**config.mk**
```make
export PLATFORM = sky130hd
export DESIGN_NAME = arg_subparser
export DESIGN_NICKNAME = d
export VERILOG_FILES = /design/src/source/arg_parser_pkg.sv /design/src/source/arg_number_executor.sv /design/src/source/arg_result_stage.sv /design/src/source/arg_subparser.sv /design/src/source/char_decoder.sv /design/src/source/char_fifo.sv
export SDC_FILE = /design/constraint.sdc
export NUM_CORES = 1
export LEC_CHECK = 0
export BUFFER_PORTS_ARGS = -buffer_cell sky130_fd_sc_hd__buf_2
export CAP_MARGIN = 25
export CORE_MARGIN = 3
export CORE_UTILIZATION = 57
export DETAILED_ROUTE_END_ITERATION = 7
export PLACE_DENSITY_LB_ADDON = 0.1
export SKIP_LAST_GASP = 1
export SYNTH_ARGS = -nofsm -noshare
export SYNTH_HDL_FRONTEND = slang
export SYNTH_HIERARCHICAL = 1
export SYNTH_SLANG_ARGS = --single-unit
```
**constraint.sdc**
```tcl
create_clock -name sub_intf -period 6.95 [get_ports sub_intf]
set_input_delay 0.3475 -clock sub_intf [delete_from_list [all_inputs] [get_ports sub_intf]]
set_output_delay 0.3475 -clock sub_intf [all_outputs]
set_load 0.1 [all_outputs]
```
**src/source/arg_parser_pkg.sv**
```systemverilog
package arg_parser_pkg;

	localparam int BYTE_BITS = 8;
	localparam int ARG_NUM_BITS = 16; // must match the top level NUM_BITS.

	localparam logic [BYTE_BITS-1:0] CHAR_NEWLINE = 8'h0A;
	localparam logic [BYTE_BITS-1:0] CHAR_SPACE = 8'h20;
	localparam logic [BYTE_BITS-1:0] CHAR_MINUS = 8'h2D;
	localparam logic [BYTE_BITS-1:0] CHAR_POINT = 8'h2E;
	localparam logic [BYTE_BITS-1:0] CHAR_0 = 8'h30;
	localparam logic [BYTE_BITS-1:0] CHAR_9 = 8'h39;
	localparam logic [BYTE_BITS-1:0] CHAR_A = 8'h41;
	localparam logic [BYTE_BITS-1:0] CHAR_Z = 8'h5A;
	localparam logic [BYTE_BITS-1:0] CHAR_LOWER_A = 8'h61;
	localparam logic [BYTE_BITS-1:0] CHAR_LOWER_Z = 8'h7A;
	localparam logic [BYTE_BITS-1:0] CASE_OFFSET = 8'h20; // distance between the two letter ranges.

	typedef enum logic [2:0] {
		cls_digit,
		cls_minus,
		cls_point,
		cls_letter,
		cls_space,
		cls_newline,
		cls_other
	} char_class_t;

	typedef struct packed {
		char_class_t cls;
		logic [3:0] value; // digit value, zero for anything else.
		logic [BYTE_BITS-1:0] code; // upper case byte.
	} decoded_char_t;

	typedef struct packed {
		logic negative;
		logic [ARG_NUM_BITS-1:0] int_mag;
		logic [6:0] frac_hundredths;
		logic ok;
		logic too_big;
		logic newline;
	} arg_result_t;

	function automatic logic [BYTE_BITS-1:0] to_upper(input logic [BYTE_BITS-1:0] c);
		logic [BYTE_BITS-1:0] u;
		u = c;
		if (c >= CHAR_LOWER_A && c <= CHAR_LOWER_Z) begin
			u = c - CASE_OFFSET;
		end
		return u;
	endfunction

endpackage

```
**src/source/arg_number_executor.sv**
```systemverilog
`timescale 1ns/1ns

module arg_number_executor import arg_parser_pkg::*; #(
	parameter int NUM_BITS = 16
) (
	input  logic                 sub_intf,
	input  logic                 rst,
	input  logic                 trigger,
	input  logic [BYTE_BITS-1:0] arg_title,
	input  decoded_char_t        slot,
	input  logic                 slot_valid,
	input  logic                 fifo_empty,
	output logic                 slot_take,
	output logic                 active,
	output arg_result_t          result,
	output logic                 result_valid
);

	localparam int ACC_BITS = NUM_BITS + 4;
	localparam logic [NUM_BITS-1:0] MAG_LIMIT = NUM_BITS'(1) << (NUM_BITS - 1);

	typedef enum logic [2:0] {
		st_idle,
		st_lead, // leading spaces, then the title.
		st_gap, // spaces after the title, then sign or digit.
		st_sign,
		st_int,
		st_frac,
		st_discard
	} state_t;

	state_t state;
	state_t state_next;
	logic negative;
	logic too_big;
	logic [NUM_BITS-1:0] int_acc;
	logic [ACC_BITS-1:0] int_next;
	logic [6:0] frac;
	logic [1:0] frac_cnt;
	logic is_digit;
	logic is_term;
	logic title_match;
	logic fail;
	logic finish;
	logic end_ok;

	assign active = (state != st_idle);
	assign slot_take = active && slot_valid; // every active state eats one char.
	assign is_digit = (slot.cls == cls_digit);
	assign is_term = (slot.cls == cls_space) || (slot.cls == cls_newline);
	assign title_match = (slot.cls == cls_letter) && (slot.code == to_upper(arg_title));
	assign int_next = ACC_BITS'(int_acc) * ACC_BITS'(10) + ACC_BITS'(slot.value);

	always_comb begin
		state_next = state;
		fail = 1'b0;
		finish = 1'b0;
		if (state == st_idle) begin
			if (trigger) begin
				state_next = st_lead;
			end
		end else if (!slot_valid) begin
			finish = fifo_empty; // an empty buffer ends the token like a space.
		end else begin
			case (state)
				st_lead: begin
					if (title_match) begin
						state_next = st_gap;
					end else if (slot.cls != cls_space) begin
						fail = 1'b1;
					end
				end
				st_gap: begin
					if (slot.cls == cls_minus) begin
						state_next = st_sign;
					end else if (is_digit) begin
						state_next = st_int;
					end else if (slot.cls != cls_space) begin
						fail = 1'b1;
					end
				end
				st_sign: begin
					if (is_digit) begin
						state_next = st_int;
					end else begin
						fail = 1'b1;
					end
				end
				st_int: begin
					if (slot.cls == cls_point) begin
						state_next = st_frac;
					end else if (is_term) begin
						finish = 1'b1;
					end else if (!is_digit) begin
						fail = 1'b1;
					end
				end
				st_frac: begin
					if (is_term) begin
						finish = 1'b1;
					end else if (!is_digit) begin
						fail = 1'b1;
					end
				end
				default: begin
					finish = is_term; // discard up to the next separator.
				end
			endcase
			if (fail) begin
				finish = is_term;
				state_next = st_discard;
			end
		end
		if (finish) begin
			state_next = st_idle;
		end
	end

	assign end_ok = !fail && ((state == st_int) || (state == st_frac));
	assign result_valid = finish;
	assign result = '{
		negative: negative,
		int_mag: int_acc,
		frac_hundredths: frac,
		ok: end_ok,
		too_big: too_big,
		newline: slot_valid && (slot.cls == cls_newline)
	};

	always_ff @(posedge sub_intf) begin
		if (rst) begin
			state <= st_idle;
		end else begin
			state <= state_next;
		end
	end

	always_ff @(posedge sub_intf) begin
		if (state == st_idle) begin
			if (trigger) begin
				negative <= 1'b0;
				too_big <= 1'b0;
				int_acc <= '0;
				frac <= '0;
				frac_cnt <= '0;
			end
		end else if (slot_take) begin
			if (state == st_gap && slot.cls == cls_minus) begin
				negative <= 1'b1;
			end
			if (is_digit && (state == st_gap || state == st_sign || state == st_int)) begin
				if (int_next >= ACC_BITS'(MAG_LIMIT)) begin
					too_big <= 1'b1;
					int_acc <= MAG_LIMIT; // saturate.
				end else begin
					int_acc <= int_next[NUM_BITS-1:0];
				end
			end
			if (is_digit && state == st_frac) begin
				if (frac_cnt == 2'd0) begin
					frac <= 7'(slot.value) * 7'd10;
				end else if (frac_cnt == 2'd1) begin
					frac <= frac + 7'(slot.value);
				end
				if (frac_cnt != 2'd2) begin
					frac_cnt <= frac_cnt + 1'b1; // later digits are truncated.
				end
			end
		end
	end

endmodule

```
**src/source/arg_result_stage.sv**
```systemverilog
`timescale 1ns/1ns

module arg_result_stage import arg_parser_pkg::*; #(
	parameter int NUM_BITS = 16,
	parameter int PRECISE_NUM_BITS = 24
) (
	input  logic                               sub_intf,
	input  logic                               rst,
	input  arg_result_t                        result,
	input  logic                               result_valid,
	output logic                               done,
	output logic                               success,
	output logic                               arg_too_big,
	output logic                               is_newline,
	output logic signed [NUM_BITS-1:0]         num,
	output logic signed [PRECISE_NUM_BITS-1:0] precise_num
);

	localparam logic [PRECISE_NUM_BITS-1:0] HUNDRED = PRECISE_NUM_BITS'(100);

	logic keep;
	logic [NUM_BITS-1:0] int_mag;
	logic [6:0] frac_mag;
	logic [PRECISE_NUM_BITS-1:0] hund_mag;
	logic signed [NUM_BITS-1:0] num_val;
	logic signed [PRECISE_NUM_BITS-1:0] precise_val;

	assign keep = result.ok && !result.too_big;

	// failed or oversized arguments report zero.
	assign int_mag = keep ? NUM_BITS'(result.int_mag) : '0;
	assign frac_mag = keep ? result.frac_hundredths : '0;

	assign hund_mag = PRECISE_NUM_BITS'(int_mag) * HUNDRED + PRECISE_NUM_BITS'(frac_mag);

	always_comb begin
		if (result.negative) begin
			num_val = -$signed(int_mag);
			precise_val = -$signed(hund_mag);
		end else begin
			num_val = $signed(int_mag);
			precise_val = $signed(hund_mag);
		end
	end

	always_ff @(posedge sub_intf) begin
		if (rst) begin
			done <= 1'b0;
			success <= 1'b0;
			arg_too_big <= 1'b0;
			is_newline <= 1'b0;
			num <= '0;
			precise_num <= '0;
		end else begin
			done <= result_valid; // one cycle after the executor ends.
			if (result_valid) begin
				success <= keep;
				arg_too_big <= result.too_big;
				is_newline <= result.newline;
				num <= num_val;
				precise_num <= precise_val;
			end
		end
	end

endmodule

```
**src/source/arg_subparser.sv**
```systemverilog
`timescale 1ns/1ns

module arg_subparser import arg_parser_pkg::*; #(
	parameter int NUM_BITS = 16,
	parameter int PRECISE_NUM_BITS = 24,
	parameter int FIFO_DEPTH = 64
) (
	input  logic                               sub_intf,
	input  logic                               rst,
	input  logic [BYTE_BITS-1:0]               char_in,
	input  logic                               char_valid,
	input  logic                               trigger,
	input  logic [BYTE_BITS-1:0]               arg_title,
	output logic                               full,
	output logic                               empty,
	output logic                               done,
	output logic                               success,
	output logic                               arg_too_big,
	output logic                               is_newline,
	output logic signed [NUM_BITS-1:0]         num,
	output logic signed [PRECISE_NUM_BITS-1:0] precise_num
);

	logic [BYTE_BITS-1:0] head;
	logic fifo_pop;
	decoded_char_t slot;
	logic slot_valid;
	logic slot_take;
	logic active;
	arg_result_t result;
	logic result_valid;

	char_fifo #(
		.FIFO_DEPTH(FIFO_DEPTH)
	) char_fifo_i (
		.sub_intf(sub_intf),
		.rst(rst),
		.wr_data(char_in),
		.wr_en(char_valid),
		.rd_en(fifo_pop),
		.rd_data(head),
		.empty(empty),
		.full(full)
	);

	char_decoder char_decoder_i (
		.sub_intf(sub_intf),
		.rst(rst),
		.head(head),
		.fifo_empty(empty),
		.active(active),
		.slot_take(slot_take),
		.fifo_pop(fifo_pop),
		.slot(slot),
		.slot_valid(slot_valid)
	);

	arg_number_executor #(
		.NUM_BITS(NUM_BITS)
	) arg_number_executor_i (
		.sub_intf(sub_intf),
		.rst(rst),
		.trigger(trigger),
		.arg_title(arg_title),
		.slot(slot),
		.slot_valid(slot_valid),
		.fifo_empty(empty),
		.slot_take(slot_take),
		.active(active),
		.result(result),
		.result_valid(result_valid)
	);

	arg_result_stage #(
		.NUM_BITS(NUM_BITS),
		.PRECISE_NUM_BITS(PRECISE_NUM_BITS)
	) arg_result_stage_i (
		.sub_intf(sub_intf),
		.rst(rst),
		.result(result),
		.result_valid(result_valid),
		.done(done),
		.success(success),
		.arg_too_big(arg_too_big),
		.is_newline(is_newline),
		.num(num),
		.precise_num(precise_num)
	);

endmodule

```
**src/source/char_decoder.sv**
```systemverilog
`timescale 1ns/1ns

module char_decoder import arg_parser_pkg::*; (
	input  logic                 sub_intf,
	input  logic                 rst,
	input  logic [BYTE_BITS-1:0] head,
	input  logic                 fifo_empty,
	input  logic                 active,
	input  logic                 slot_take,
	output logic                 fifo_pop,
	output decoded_char_t        slot,
	output logic                 slot_valid
);

	decoded_char_t head_dec;
	logic [BYTE_BITS-1:0] head_upper;

	assign head_upper = to_upper(head);

	always_comb begin
		head_dec.code = head_upper;
		head_dec.value = 4'd0;
		if (head >= CHAR_0 && head <= CHAR_9) begin
			head_dec.cls = cls_digit;
			head_dec.value = head[3:0]; // low nibble of an ascii digit.
		end else if (head == CHAR_MINUS) begin
			head_dec.cls = cls_minus;
		end else if (head == CHAR_POINT) begin
			head_dec.cls = cls_point;
		end else if (head_upper >= CHAR_A && head_upper <= CHAR_Z) begin
			head_dec.cls = cls_letter;
		end else if (head == CHAR_SPACE) begin
			head_dec.cls = cls_space;
		end else if (head == CHAR_NEWLINE) begin
			head_dec.cls = cls_newline;
		end else begin
			head_dec.cls = cls_other;
		end
	end

	// refill when the slot is free or emptied this cycle.
	assign fifo_pop = active && !fifo_empty && (!slot_valid || slot_take);

	always_ff @(posedge sub_intf) begin
		if (rst) begin
			slot_valid <= 1'b0;
		end else if (fifo_pop) begin
			slot_valid <= 1'b1;
		end else if (slot_take) begin
			slot_valid <= 1'b0;
		end
	end

	always_ff @(posedge sub_intf) begin
		if (fifo_pop) begin
			slot <= head_dec;
		end
	end

endmodule

```
**src/source/char_fifo.sv**
```systemverilog
`timescale 1ns/1ns

module char_fifo import arg_parser_pkg::*; #(
	parameter int FIFO_DEPTH = 64
) (
	input  logic                 sub_intf,
	input  logic                 rst,
	input  logic [BYTE_BITS-1:0] wr_data,
	input  logic                 wr_en,
	input  logic                 rd_en,
	output logic [BYTE_BITS-1:0] rd_data,
	output logic                 empty,
	output logic                 full
);

	localparam int PTR_BITS = $clog2(FIFO_DEPTH);

	logic [BYTE_BITS-1:0] mem [FIFO_DEPTH];
	logic [PTR_BITS-1:0] wr_ptr;
	logic [PTR_BITS-1:0] rd_ptr;
	logic [PTR_BITS:0] count;
	logic do_wr;
	logic do_rd;

	assign empty = (count == '0);
	assign full = (count == (PTR_BITS+1)'(FIFO_DEPTH));
	assign do_wr = wr_en && !full; // writes into a full buffer are lost.
	assign do_rd = rd_en && !empty;
	assign rd_data = mem[rd_ptr]; // head is always on the output.

	always_ff @(posedge sub_intf) begin
		if (do_wr) begin
			mem[wr_ptr] <= wr_data;
		end
	end

	always_ff @(posedge sub_intf) begin
		if (rst) begin
			wr_ptr <= '0;
			rd_ptr <= '0;
			count <= '0;
		end else begin
			if (do_wr) begin
				wr_ptr <= wr_ptr + 1'b1; // wraps since the depth is a power of two.
			end
			if (do_rd) begin
				rd_ptr <= rd_ptr + 1'b1;
			end
			case ({do_wr, do_rd})
				2'b10: begin
					count <= count + 1'b1;
				end
				2'b01: begin
					count <= count - 1'b1;
				end
				default: begin
					count <= count;
				end
			endcase
		end
	end

endmodule

```
After elaboration in Yosys (flattened, before gate mapping)
Memories as Yosys holds them, arrays and structs flattened. A register that Yosys moved wholly into a read port is not among the register bits. Index checks and enable logic that the tools add are counted.

Flip-flop bits (word level): 109. Memory bits (writable): 512. Input bits: 20. Output and inout bits: 46. Logic and storage cells: 191. Memories kept: 1.

Memory list: char_fifo_i.mem (depth 64, width 8, rd ports 1, clocked after memory_dff 1, write ports 1, line char_fifo.sv:18) `logic [BYTE_BITS-1:0] mem [FIFO_DEPTH];`.

Add/subtract/negate cells: 12. Multipliers: 3. Magnitude comparators: 9. Eq/ne operators: 24. Muxes and demuxes: 69. Reduce and logical (&&, ||, !) cells: 52.

Operators with widths (number): 2-to-1 mux 16 bit (7); 2-to-1 mux 7 bit (7); 2-to-1 mux 1 bit (29); adder 23 x 7 -> 24 bit (1); equality test 8 x 6 -> 1 bit, second input constant (3); greater-or-equal comparator 8 x 7 -> 1 bit, second input constant (3); less-or-equal comparator 8 x 7 -> 1 bit, second input constant (3); 2-to-1 mux 24 bit (1); 2-to-1 mux 3 bit (8); negation 24 bit (1); multiplier 16 x 5 -> 21 bit, second input constant (1); adder 20 x 4 -> 20 bit (1); greater-or-equal comparator 20 x 16 -> 1 bit, second input constant (1); multiplier 16 x 3 -> 19 bit, second input constant (1); 2-to-1 mux 2 bit (9); nonzero test 2 bit (9); logical AND 1 bit (16); 2-to-1 mux 8 bit (2); negation 16 bit (1); subtractor 8 x 6 -> 8 bit, second input constant (2); case mux 7 bit (2 select lines) (1); adder 6 x 1 -> 6 bit, second input constant (2); equality test 3 x 2 -> 1 bit, second input constant (4); equality test 3 bit, second input constant (4); other kinds (33) (52).

Depth between registers and ports, before layout
Gate-level depths: netlist of the first run.

Depth after elaboration: 19. Gate-level depth with buffers: 32. Gate-level depth less buffers: 27.

Hierarchy
Netlist of the first run, hierarchy kept.

Modules (own cells, without submodules): char_fifo (times used 1, cells an instance 1042, area each 21207.8 µm², seq. area each 15875.2 µm²); arg_result_stage (times used 1, cells an instance 647, area each 5167.5 µm², seq. area each 880.8 µm²); arg_number_executor (times used 1, cells an instance 322, area each 3036.7 µm², seq. area each 870.8 µm²); char_decoder (times used 1, cells an instance 63, area each 787.0 µm², seq. area each 470.5 µm²).

Worst setup path after synthesis of the first run
OpenSTA, ideal clock, no wires.

Path type: in2reg. Start point: input port arg_title[0]. End point: register arg_result_stage_i.precise_num[22]. Setup time: 0.095 ns. Arrival: 7.422 ns. Data required time: 6.855 ns. Setup slack: -0.567 ns. Stages on the path: 31. Buffers on the path: 6. Cells stage by stage: or3_1 > nor3_1 > a311oi_2 > a21oi_1 > a311oi_1 > o41ai_1 > nor3_1 > nor2b_1 > buf_4 > nor2b_4 > clkbuf_1 > clkbuf_1 > clkbuf_1 > clkbuf_1 > and3_1 > ha_1 > inv_1 > fa_1 > inv_1 > ha_1 > buf_4 > a21o_1 > a221o_1 > xnor2_1 > nor4_4 > or4b_1 > nor4_1 > and3b_4 > a211o_1 > or4_1 > o311ai_1.

Longest elaborated chain between the ends: 19. Elaborated cells between the ends (all ways): 25. Those cells by class: 3 x add/sub; 1 x mul; 2 x order compare; 1 x eq/ne; 13 x mux; 5 x reduce/logical.

RTL lines: from (decl) (line arg_subparser.sv:13) `input logic [BYTE_BITS-1:0] arg_title,`; greater-or-equal comparator 8 x 7 -> 1 bit / less-or-equal comparator 8 x 7 -> 1 bit (equally long branches) (line arg_parser_pkg.sv:46) `if (c >= CHAR_LOWER_A && c <= CHAR_LOWER_Z) begin`; logical AND 1 bit (line arg_parser_pkg.sv:46); 2-to-1 mux 8 bit * (line arg_parser_pkg.sv:46); equality test 8 bit * (line arg_number_executor.sv:51) `assign title_match = (slot.cls == cls_letter) && (slot.code == to_upper(arg_title));`; logical AND 1 bit * (line arg_number_executor.sv:51); 2-to-1 mux 1 bit * (line arg_number_executor.sv:67) `if (title_match) begin`; case mux 1 bit (5 select lines) * (line arg_number_executor.sv:65) `case (state)`; 2-to-1 mux 1 bit * (line arg_number_executor.sv:62) `end else if (!slot_valid) begin`; [4 not listed]; logical AND 1 bit * (line arg_number_executor.sv:119) `assign end_ok = !fail && ((state == st_int) || (state == st_frac));`; named net arg_number_executor_i.end_ok (line arg_number_executor.sv:45) `logic end_ok;`; logical AND 1 bit * (line arg_result_stage.sv:28) `assign keep = result.ok && !result.too_big;`; 2-to-1 mux 16 bit (line arg_result_stage.sv:31) `assign int_mag = keep ? NUM_BITS'(result.int_mag) : '0;`; multiplier 16 x 5 -> 21 bit (line arg_result_stage.sv:34) `assign hund_mag = PRECISE_NUM_BITS'(int_mag) * HUNDRED + PRECISE_NUM_BITS'(frac_mag);`; adder 23 x 7 -> 24 bit * (line arg_result_stage.sv:34); negation 24 bit (line arg_result_stage.sv:39) `precise_val = -$signed(hund_mag);`; 2-to-1 mux 24 bit * (line arg_result_stage.sv:37) `if (result.negative) begin`; to (signal assigned) (line arg_result_stage.sv:61) `precise_num <= precise_val;`; to (decl) (line arg_result_stage.sv:16) `output logic signed [PRECISE_NUM_BITS-1:0] precise_num`.

The timed path passes the listed nets; every way through them passes the cells marked *. The select of a mux whose other input is x is not followed. A chain may end at the register's enable or synchronous reset.

==> impl_metrics.toml, run 1 <==
[status]
outcome = "finished clean"

[drt]
final_antenna_net_count = 0
post_drt_wl_per_cell_um = 23.2
routed_wl_um = 66700
vias_per_cell = 6.15
dr.pass1.iters = 5
vias = 17700
drc_errors = 0
drt_iter0_drc = 1587

[synth]
syn_nets = 2213
synthFlopType = "edfxtp_1"
synth-seq-cells = 627
yosysTopAreaCell = "edfxtp_1"
synthArstFlopShare_pct = 0
netlist_area_um2 = 30200
ys_warn_count = 6
synth_edf_count = 554
synth_area_per_cell_um2 = 14.6
ys_seq_area_share_pct = 59.9
ys_top_cells_by_area = "edfxtp_1 55%, mux4_2 8.1%, dfxtp_1 4.8%, ha_1 4.4%, nor2_1 2.3%"
synthesis.instances = 2074
synth_top_area_share_pct = 55.1
ys_types = 112

[placement]
placed_area_um2 = 31100
io_buffers = 65
gp_congestion = 0.868
hpwl_um = 43800

[global_routing]
grt_start_max_net_pins = 68
grt_pass1_vias = 18000
grt_pass1_wl_um = 104000
track_usage_pct = 24.2
grt_antenna_before_repair = 0
grt.overflow.total = 0

[floorplan]
io_pins = 66
die-width_um = 236
start_util_pct = 58.3
core_um2 = 51800
die_area_um2 = 55800
die_height_um = 236
rows = 83

[timing]
relSlewSlack_pct = 28.5
fin_skew_ns = 0.0276
post-route-min-period_ns = 6.74
whs_ns = 0.110
drv_slew = 0
finalSetupViolations = 0
min_period_over_period_pct = 97.0
tightestPinTransition_ns = 1.06
fmax_mhz = 148
hold_violations = 0

[power]
pwr-share-clk_pct = 31.4
leakagePower_nw = 11.6
switching_power_mw = 3.49
peakVddDrop_mv = 0.277
switching_share_pct = 32.1
pwr-share-seq_pct = 41.6
powerDensity_nw_per_um2 = 325
intPower_mw = 7.37
pwr-share-comb_pct = 27.1

[worst_setup_path]
arrival_ns = 7.23
crit_path_max_fanout = 30
crit_path_end_kind = "flip-flop"
critPathKind = "flip-flop to flip-flop"
start_kind = "flip-flop"
required_ns = 7.44
reg2reg_depth = 25

[cts]
cts.path.max_buffers = 3
numClockSinks = 627
h-tree-depth = 3
cts.clk_slew.worst_paths_ns = 0.06
ctsRootBufferMaster = "clkbuf_16"
cts_buffers = 67
clk_latency_ns = 0.61
cts-hold-fix-buffers = 0
cts_tree = "built"

[cells_and_area]
final_layout_size_suffix_gt1_share_pct = 18.5
diodes = 0
final_area_um2 = 33400
fillers = 3704
layout_common_cells = "554 x edfxtp_1, 188 x nor2_1, 108 x mux4_2, 105 x ha_1, 81 x inv_1"
areaGrowthSynthToFinish_pct = 10.6
final_net_count = 2291
final_common_cell = "edfxtp_1"

[flow_run]
maxCapViolations = 0

[min_path]
hold_depth = 1
hp-class = "primary input to flip-flop"
## per-layer routing
metal / up-vias / wire [µm] / part of all wire, % / track usage, %
met4: 0 / 2400 / 3.6 / 8.80
li1: 8166 / - / - / -
met3: 139 / 4150 / 6.2 / 4.47
met2: 599 / 33400 / 50 / 40.7
met1: 8813 / 26700 / 40 / 31.9
met5: - / 0 / 0 / 0
## what timing repair did
item,CTS,global route
pin swaps,0,5
setup endpoints to repair,1,9
endpoints found under the hold margin,0,0
setup buffers,0,5
cloned,0,0
gates resized for setup,1,15
## path summary, 6_finish.rpt
path	startpoint	endpoint	slack [ns]
worst min-delay path	char_in[4]	char_fifo_i/mem[57][4]	0.11
worst max register to register	char_decoder_i/slot[14]	arg_result_stage_i/precise_num[22]	0.21
worst max-delay path	char_decoder_i/slot[14]	arg_result_stage_i/precise_num[22]	0.21
worst min register to register	arg_result_stage_i/num[3]	arg_result_stage_i/num[3]	0.46
## metrics by stage
| step | TNS, ns | utilization, % | worst slack, ns | power, mW | instances |
|---|---|---|---|---|---|
| floorplan | 0 | - | 0.0353 | 6.86 | 2074 |
| CTS | 0 | 64.2 | 0.0980 | 10.9 | 2873 |
| global placement | 0 | 60.0 | 0.0289 | 7.45 | 2754 |
| detailed placement | -0.205 | 60.1 | -0.162 | 7.50 | 2756 |
| finish | 0 | 64.5 | 0.210 | 10.9 | 2880 |
| global route | -0.211 | 64.5 | -0.121 | 11.4 | 2880 |
## sequential cells by signal, summed over array words and instances (netlist names), named ones only
| signal | cells |
|---|---|
| char_fifo_i/mem | 512 |
| arg_result_stage_i/precise_num | 24 |
| arg_number_executor_i/int_acc | 16 |
| arg_result_stage_i/num | 16 |
| char_decoder_i/slot | 15 |
| arg_number_executor_i/frac | 7 |
| char_fifo_i/count | 7 |
| char_fifo_i/rd_ptr | 6 |
| char_fifo_i/wr_ptr | 6 |
| arg_number_executor_i/state | 3 |
| arg_number_executor_i/frac_cnt | 2 |
| arg_number_executor_i/negative | 1 |
| arg_number_executor_i/too_big | 1 |
| arg_result_stage_i/arg_too_big | 1 |
| arg_result_stage_i/done | 1 |
| arg_result_stage_i/is_newline | 1 |
| arg_result_stage_i/success | 1 |
| char_decoder_i/slot_valid | 1 |
## synthesized netlist by cell type (all sizes together), types with 17 or more instances
cell type / instances
nand2b: 17
nor2: 201
and3: 24
a22oi: 22
edfxtp: 554
and2: 20
o22ai: 18
xnor2: 71
mux2i: 40
a21o: 23
inv: 81
a21oi: 69
clkbuf: 45
xor2: 46
nand2: 77
nor2b: 21
a211oi: 23
nor3: 38
dfxtp: 73
o21ai: 47
ha: 105
or3: 23
mux4: 129
buf: 59
nand3: 42
## worst max-delay path: stages (launching register included)
cell and delay [ns]:
edfxtp_1 0.37, buf_4 0.17, o21ai_0 0.20, a21oi_1 0.11, o211ai_1 0.27, nand3_1 0.18, o41ai_4 0.40, nor3_2 0.11
nor2b_2 0.20, nor2b_4 0.24, buf_12 0.18, and3_1 0.17, ha_1 0.23, ha_1 0.33, a31o_2 0.24, ha_1 0.35
and3_1 0.19, a221o_1 0.38, a21bo_2 0.23, xnor2_1 0.20, or4b_4 0.60, nor4_2 0.16, and3b_4 0.26, a211o_1 0.32
or4_1 0.44, o311ai_1 0.09
## logic make-up after synthesis
family | synth area share [%]
compound gates | 7.39
xor+xnor | 3.47
fa+ha+maj | 5.34
buf+inv | 3.11
flops | 59.9
mux | 11.8
simple gates | 8.96
## final cells by class
cell class / instances / area, µm² / area share [%]
clock buffer: 95 / 1890 / 5.67
clock inverter: 22 / 198 / 0.592
inverter: 81 / 304 / 0.910
multi-input combinational: 1262 / 11300 / 33.8
sequential: 627 / 18100 / 54.2
tap: 680 / 851 / 2.55
timing repair buffer: 113 / 768 / 2.30
## power groups by stage
stage	Sequential, mW	Combinational, mW	Clock (mW)
3_3_place_gp	4.58	2.86	0
6_report	4.51	2.94	3.40
3_5_place_dp	4.59	2.91	0
5_1_grt	4.54	3.22	3.62
4_1_cts	4.51	2.92	3.46
2_1_floorplan	4.84	2.02	0
No activity file was read; power rests on OpenSTA's default activity.
==> run 2: changes to the inputs <==
--- a/config.mk
+++ b/config.mk
@@ -5,12 +5,13 @@
 export SDC_FILE = /design/constraint.sdc
 export NUM_CORES = 1
 export LEC_CHECK = 0
+export ABC_AREA = 0
 export BUFFER_PORTS_ARGS = -buffer_cell sky130_fd_sc_hd__buf_2
 export CAP_MARGIN = 25
 export CORE_MARGIN = 3
 export CORE_UTILIZATION = 57
 export DETAILED_ROUTE_END_ITERATION = 7
-export PLACE_DENSITY_LB_ADDON = 0.1
+export PLACE_DENSITY_LB_ADDON = 0.05
 export SKIP_LAST_GASP = 1
 export SYNTH_ARGS = -nofsm -noshare
 export SYNTH_HDL_FRONTEND = slang
==> run 2 against run 1 <==
Against the previous run: critical path depth increased by 1; global-route usage is 0.26 points higher; worst hold slack got worse by 0.026 ns; design area hardly changed; first-iteration DRC count decreased by 6.6%.
==> impl_metrics.toml, run 2 (same netlist as run 1, synthesis figures left out) <==
[status]
outcome = "finished clean"

[floorplan]
core_um2 = 51800
die_area_um2 = 55800
die_height_um = 236
rows = 83
start_util_pct = 58.3
io_pins = 66
die-width_um = 236

[min_path]
hp-class = "primary input to flip-flop"
min-delay-start = "char_in[6]"

[cts]
cts.path.max_buffers = 3
clk_latency_ns = 0.60
numClockSinks = 627
ctsRootBufferMaster = "clkbuf_16"
h-tree-depth = 3
cts_buffers = 67
cts_tree = "built"
cts-hold-fix-buffers = 0
cts.clk_slew.worst_paths_ns = 0.06

[cells_and_area]
max_flop_register = "char_fifo_i/mem"
final_layout_size_suffix_gt1_share_pct = 18.3
layout_common_cells = "554 x edfxtp_1, 188 x nor2_1, 108 x mux4_2, 105 x ha_1, 81 x inv_1"
final_common_cell = "edfxtp_1"
areaGrowthSynthToFinish_pct = 10.6
diodes = 0
final_net_count = 2284
reg_top3 = "char_fifo_i/mem x512, arg_result_stage_i/precise_num x24"
largest_register_ffs = 512

[power]
fin_total_pwr_mw = 11.0
powerDensity_nw_per_um2 = 328
peakVddDrop_mv = 0.254
leakagePower_nw = 11.6

[global_routing]
grt_antenna_before_repair = 2
grt_pass1_wl_um = 105000
grt_pass1_vias = 17800
grt_start_max_net_pins = 68
grt.overflow.total = 0
track_usage_pct = 24.5

[drt]
dr.pass1.iters = 6
final_antenna_net_count = 0
drt_iter0_drc = 1482
post_drt_wl_per_cell_um = 23.5
routed_wl_um = 67700
vias_per_cell = 6.16
vias = 17700
drc_errors = 0

[flow_run]
maxCapViolations = 0

[worst_setup_path]
crit_path_end_kind = "flip-flop"
critPathKind = "flip-flop to flip-flop"
rr_startpoint = "char_decoder_i/slot[14]"
required_ns = 7.44
arrival_ns = 7.22
start_kind = "flip-flop"
crit_path_max_fanout = 27
crit_start = "char_decoder_i/slot[14]"

[placement]
io_buffers = 65
gp_congestion = 0.846
hpwl_um = 44500

[timing]
finalSetupViolations = 0
hold_violations = 0
post-route-min-period_ns = 6.73
fmax_mhz = 148
whs_ns = 0.0838
relSlewSlack_pct = 27.4
drv_slew = 0
fin_skew_ns = 0.0222
tightestPinTransition_ns = 1.08
tns_ns = 0
min_period_over_period_pct = 96.9
run 2: cell count changes in the layout (fill, tap and decap cells not counted), moves of 2 or more:
cell,change
buf_4,-8
clkbuf_16,-2
clkbuf_1,-5
clkinvlp_4,+2
nor3_1,+2
nor3_2,-2
buf_12,+2
clkinv_1,+6
bufinv_16,+5
clkinv_2,+3
clkbuf_8,-6
run 2: path summary, 6_finish.rpt:
| kind | cells after the start | end | slack [ns] |
|---|---|---|---|
| min | 1 | char_fifo_i/mem[63][6] | 0.08 |
| min reg2reg | 2 | arg_result_stage_i/num[3] | 0.46 |
| max reg2reg | 26 | arg_result_stage_i/precise_num[22] | 0.22 |
| max | 26 | arg_result_stage_i/precise_num[22] | 0.22 |
run 2: final cells by class:
type	count	area [µm²]
fill	3762	18400
sequential	627	18100
multi-input combinational	1262	11300
clock buffer	82	1740
tap	680	851
timing repair buffer	106	721
clock inverter	39	409
inverter	81	304
run 2: worst max-delay path: stages (launching register included):
cell and delay, ns:
edfxtp_1 0.47, buf_4 0.19, nor2_1 0.13, a21oi_1 0.06, o211ai_1 0.27, nand3_1 0.17
o41ai_4 0.42, nor3_1 0.14, nor2b_2 0.22, nor2b_4 0.29, buf_12 0.19, and3_1 0.16
ha_1 0.12, inv_1 0.05, fa_1 0.49, inv_1 0.04, ha_1 0.36, and3_1 0.20
a221o_1 0.41, a21bo_2 0.23, xnor2_1 0.18, or4b_4 0.58, nor4_1 0.17, and3b_4 0.26
a211o_1 0.31, or4_1 0.42, o311ai_1 0.09
run 2: timing repair:
item	in CTS	in global routing
resized for setup	2	11
buffers inserted	0	4
endpoints found under the hold margin	0	0
setup endpoints to repair	1	8
run 2: per-stage QoR:
stage	utilization (%)	std cells	setup WS (ns)	cell area (µm²)
3_3_place_gp	60.0	2748	0.134	31100
4_1_cts	64.3	2872	0.0648	33300
2_1_floorplan	-	2074	0.0353	30300
6_report	64.5	2877	0.216	33400
3_5_place_dp	60.1	2751	-0.0760	31100
5_1_grt	64.5	2877	-0.0197	33400
run 2: routing by layer:
metal | part of all wire (%) | GRT usage (%) | up-vias
met4 | 3.0 | 7.70 | 2
met2 | 51 | 42.5 | 582
met1 | 40 | 32.0 | 8850
li1 | - | - | 8158
met5 | 0.027 | 0 | -
met3 | 5.5 | 3.91 | 126
run 2: report_power, final:
group | internal [mW] | total (mW) | switching (mW)
combinational | 1.08 | 2.92 | 1.83
sequential | 4.30 | 4.53 | 0.230
clock | 2.06 | 3.52 | 1.46
total | 7.44 | 11.0 | 3.52
==> run 3: changes to the inputs <==
--- a/config.mk
+++ b/config.mk
@@ -15,5 +15,4 @@
 export SKIP_LAST_GASP = 1
 export SYNTH_ARGS = -nofsm -noshare
 export SYNTH_HDL_FRONTEND = slang
-export SYNTH_HIERARCHICAL = 1
 export SYNTH_SLANG_ARGS = --single-unit
==> run 3 against run 2 <==
Against the previous run: setup slack better by 0.12 ns; synthesized cell count down 2.9%; via count down 2.1%; design area down 0.78%; die area down 2.1%; non-clock buffer count up 42; register-to-register slack better by 0.12 ns; sequential cell count unchanged; global-route usage up 0.42 points; sequential power up 2%.
==> impl_metrics.toml, run 3 <==
[worst_setup_path]
arrival_ns = 7.09
reg2reg_depth = 24
crit_path_max_fanout = 8
required_ns = 7.42
start_kind = "flip-flop"
critPathKind = "flip-flop to flip-flop"
crit_path_end_kind = "flip-flop"

[timing]
final.setup.worst_slack_ns = 0.336
hold_violations = 0
relSlewSlack_pct = 33.6
fmax_mhz = 151
min_period_over_period_pct = 95.2
fin_skew_ns = 0.0260
finalSetupViolations = 0
tightestPinTransition_ns = 0.996
drv_slew = 0
post-route-min-period_ns = 6.61

[min_path]
hp-class = "primary input to flip-flop"
hold_depth = 1

[cells_and_area]
layout_common_cells = "554 x edfxtp_1, 198 x nor2_1, 157 x mux4_2, 123 x ha_1, 121 x nand2_1"
max_flop_register = "char_fifo_i.mem"
final_common_cell = "edfxtp_1"
finalNonFillerCells = 2857
reg_top3 = "char_fifo_i.mem x512, arg_result_stage_i.precise_num x24"
final_layout_size_suffix_gt1_share_pct = 19.5
areaGrowthSynthToFinish_pct = 12.2
register_area_um2 = 18100
fillers = 3620
largest_register_ffs = 512
final_net_count = 2298
multi_input_area_um2 = 10800

[drt]
post_drt_wl_per_cell_um = 23.2
drc_errors = 0
vias = 17300
final_antenna_net_count = 0
vias_per_cell = 6.07
routed_wl_um = 66200
dr.pass1.iters = 5
drt_iter0_drc = 1405

[power]
pwr-share-comb_pct = 34.6
powerDensity_nw_per_um2 = 363
pwr-share-seq_pct = 38.5
switching_share_pct = 35.6
peakVddDrop_mv = 0.272
fin_total_pwr_mw = 12.0
pwr-share-clk_pct = 27.0
leakagePower_nw = 11.7
intPower_mw = 7.76
switching_power_mw = 4.28

[synth]
ys_types = 83
synth_edf_count = 554
synthFlopType = "edfxtp_1"
ys_top_cells_by_area = "edfxtp_1 56%, mux4_2 12%, ha_1 5.3%, dfxtp_1 4.9%, nor2_1 2.5%"
synth_top_area_share_pct = 56.3
synthArstFlopShare_pct = 0
synth-seq-cells = 627
synthesis.instances = 2013
netlist_area_um2 = 29500
ys_seq_area_share_pct = 61.3
yosysTopAreaCell = "edfxtp_1"
synth_area_per_cell_um2 = 14.7
syn_nets = 2175
yosysMostFrequentCell = "edfxtp_1"
synthTopCellsByCount = "554 x edfxtp_1, 198 x nor2_1, 157 x mux4_2, 125 x ha_1, 123 x nand2_1"
ys_warn_count = 0

[placement]
gp_congestion = 0.840
hpwl_um = 44000
io_buffers = 65
place_inst = 2737
preCtsSetupSlack_ns = -0.145

[status]
outcome = "finished clean"

[floorplan]
io_pins = 66
start_util_pct = 58.3
die-width_um = 234
die_area_um2 = 54600
rows = 82
core_um2 = 50700
die_height_um = 234

[cts]
cts.path.max_buffers = 3
numClockSinks = 627
cts_buffers = 61
clk_latency_ns = 0.63
cts.clk_slew.worst_paths_ns = 0.07
ctsRootBufferMaster = "clkbuf_16"
cts_tree = "built"
h-tree-depth = 2

[flow_run]
maxCapViolations = 0

[global_routing]
track_usage_pct = 24.9
grt_pass1_wl_um = 103000
grt_start_max_net_pins = 75
grt_pass1_vias = 17500
grt_antenna_before_repair = 1
grt.overflow.total = 0
[run 3: changes by cell type after synthesis, sizes merged, moves of 14 or more]
cell | previous run | this run
and3 | 24 | 10
nand3 | 42 | 27
inv | 81 | 99
ha | 105 | 125
a22oi | 22 | 5
a21oi | 69 | 91
nand2 | 77 | 123
mux4 | 129 | 157
mux2i | 40 | 12
buf | 59 | 33
[run 3: cell families (layout without fill, tap and decap cells)]
logic type | after synthesis | after routing | synth area share, %
flip-flops | 627 | 627 | 61.3
AND/OR/NAND/NOR | 499 | 499 | 7.82
AO/OA/AOI/OAI | 273 | 273 | 6.12
buffers and inverters | 188 | 359 | 2.49
multiplexers | 174 | 174 | 12.6
adder cells (fa/ha/maj) | 142 | 142 | 6.45
XOR/XNOR | 110 | 110 | 3.31
other | 0 | 1 | 0
[run 3: final timing paths]
path / start / to / slack [ns]
setup / recovery: char_decoder_i.slot[7] / arg_result_stage_i.precise_num[23] / 0.34
hold / removal: char_in[2] / char_fifo_i.mem[63][2] / 0.03
setup reg to reg: char_decoder_i.slot[7] / arg_result_stage_i.precise_num[23] / 0.34
hold reg to reg: arg_result_stage_i.precise_num[4] / arg_result_stage_i.precise_num[4] / 0.45
[run 3: cell type report]
cell class	instances	area share [%]
clock buffers	77	4.85
repair buffers	148	3.29
inverters	100	1.13
diodes	1	0.00755
multi-input cells	1198	32.5
clock inverters	34	1.02
well taps	672	2.54
flip-flops and latches	627	54.6
[run 3: critical path, cell delays in order (launching register included)]
cell	delay, ns
edfxtp_1	0.42
xnor3_1	0.22
nand3_1	0.07
or4_1	0.43
a21oi_2	0.18
nand2_1	0.13
a21oi_4	0.31
buf_4	0.17
nand2_1	0.08
inv_1	0.09
ha_1	0.23
ha_1	0.31
fa_1	0.47
ha_2	0.36
o211ai_2	0.09
or2_1	0.25
a221oi_2	0.27
or4b_4	0.52
or4_4	0.45
nor4_2	0.26
nor3_1	0.09
or3_1	0.39
or2_1	0.28
a2111oi_4	0.32
nor4_2	0.09
[run 3: power groups by stage]
stage / clock [mW] / combinational (mW) / sequential (mW)
finish: 3.25 / 4.16 / 4.63
global route: 3.44 / 4.58 / 4.66
CTS: 3.30 / 4.15 / 4.64
detailed placement: 0 / 4.13 / 4.71
global placement: 0 / 4.04 / 4.71
floorplan: 0 / 2.63 / 5.11
[run 3: timing repair]
action | 4_1_cts | 5_1_grt
setup endpoints to repair | 0 | 7
hold buffers | 0 | 0
gates resized for setup | 0 | 11
buffers inserted | 0 | 2
[run 3: stage by stage]
| stage | setup TNS (ns) | instance area [µm²] | hold slack [ns] | utilization (%) |
|---|---|---|---|---|
| 2_1_floorplan | 0 | 29600 | 0.443 | - |
| 3_3_place_gp | 0 | 31000 | 0.440 | 61.1 |
| 3_5_place_dp | -0.209 | 31000 | 0.444 | 61.2 |
| 4_1_cts | 0 | 33000 | 0.157 | 65.0 |
| 5_1_grt | -0.119 | 33100 | 0.0314 | 65.4 |
| 6_report | 0 | 33100 | 0.0347 | 65.4 |
[run 3: metal layers]
metal	part of all wire, %	GRT usage (%)
met4	4.2	10.6
met1	42	33.8
met2	48	40.3
met3	6.3	4.28
met5	0	0
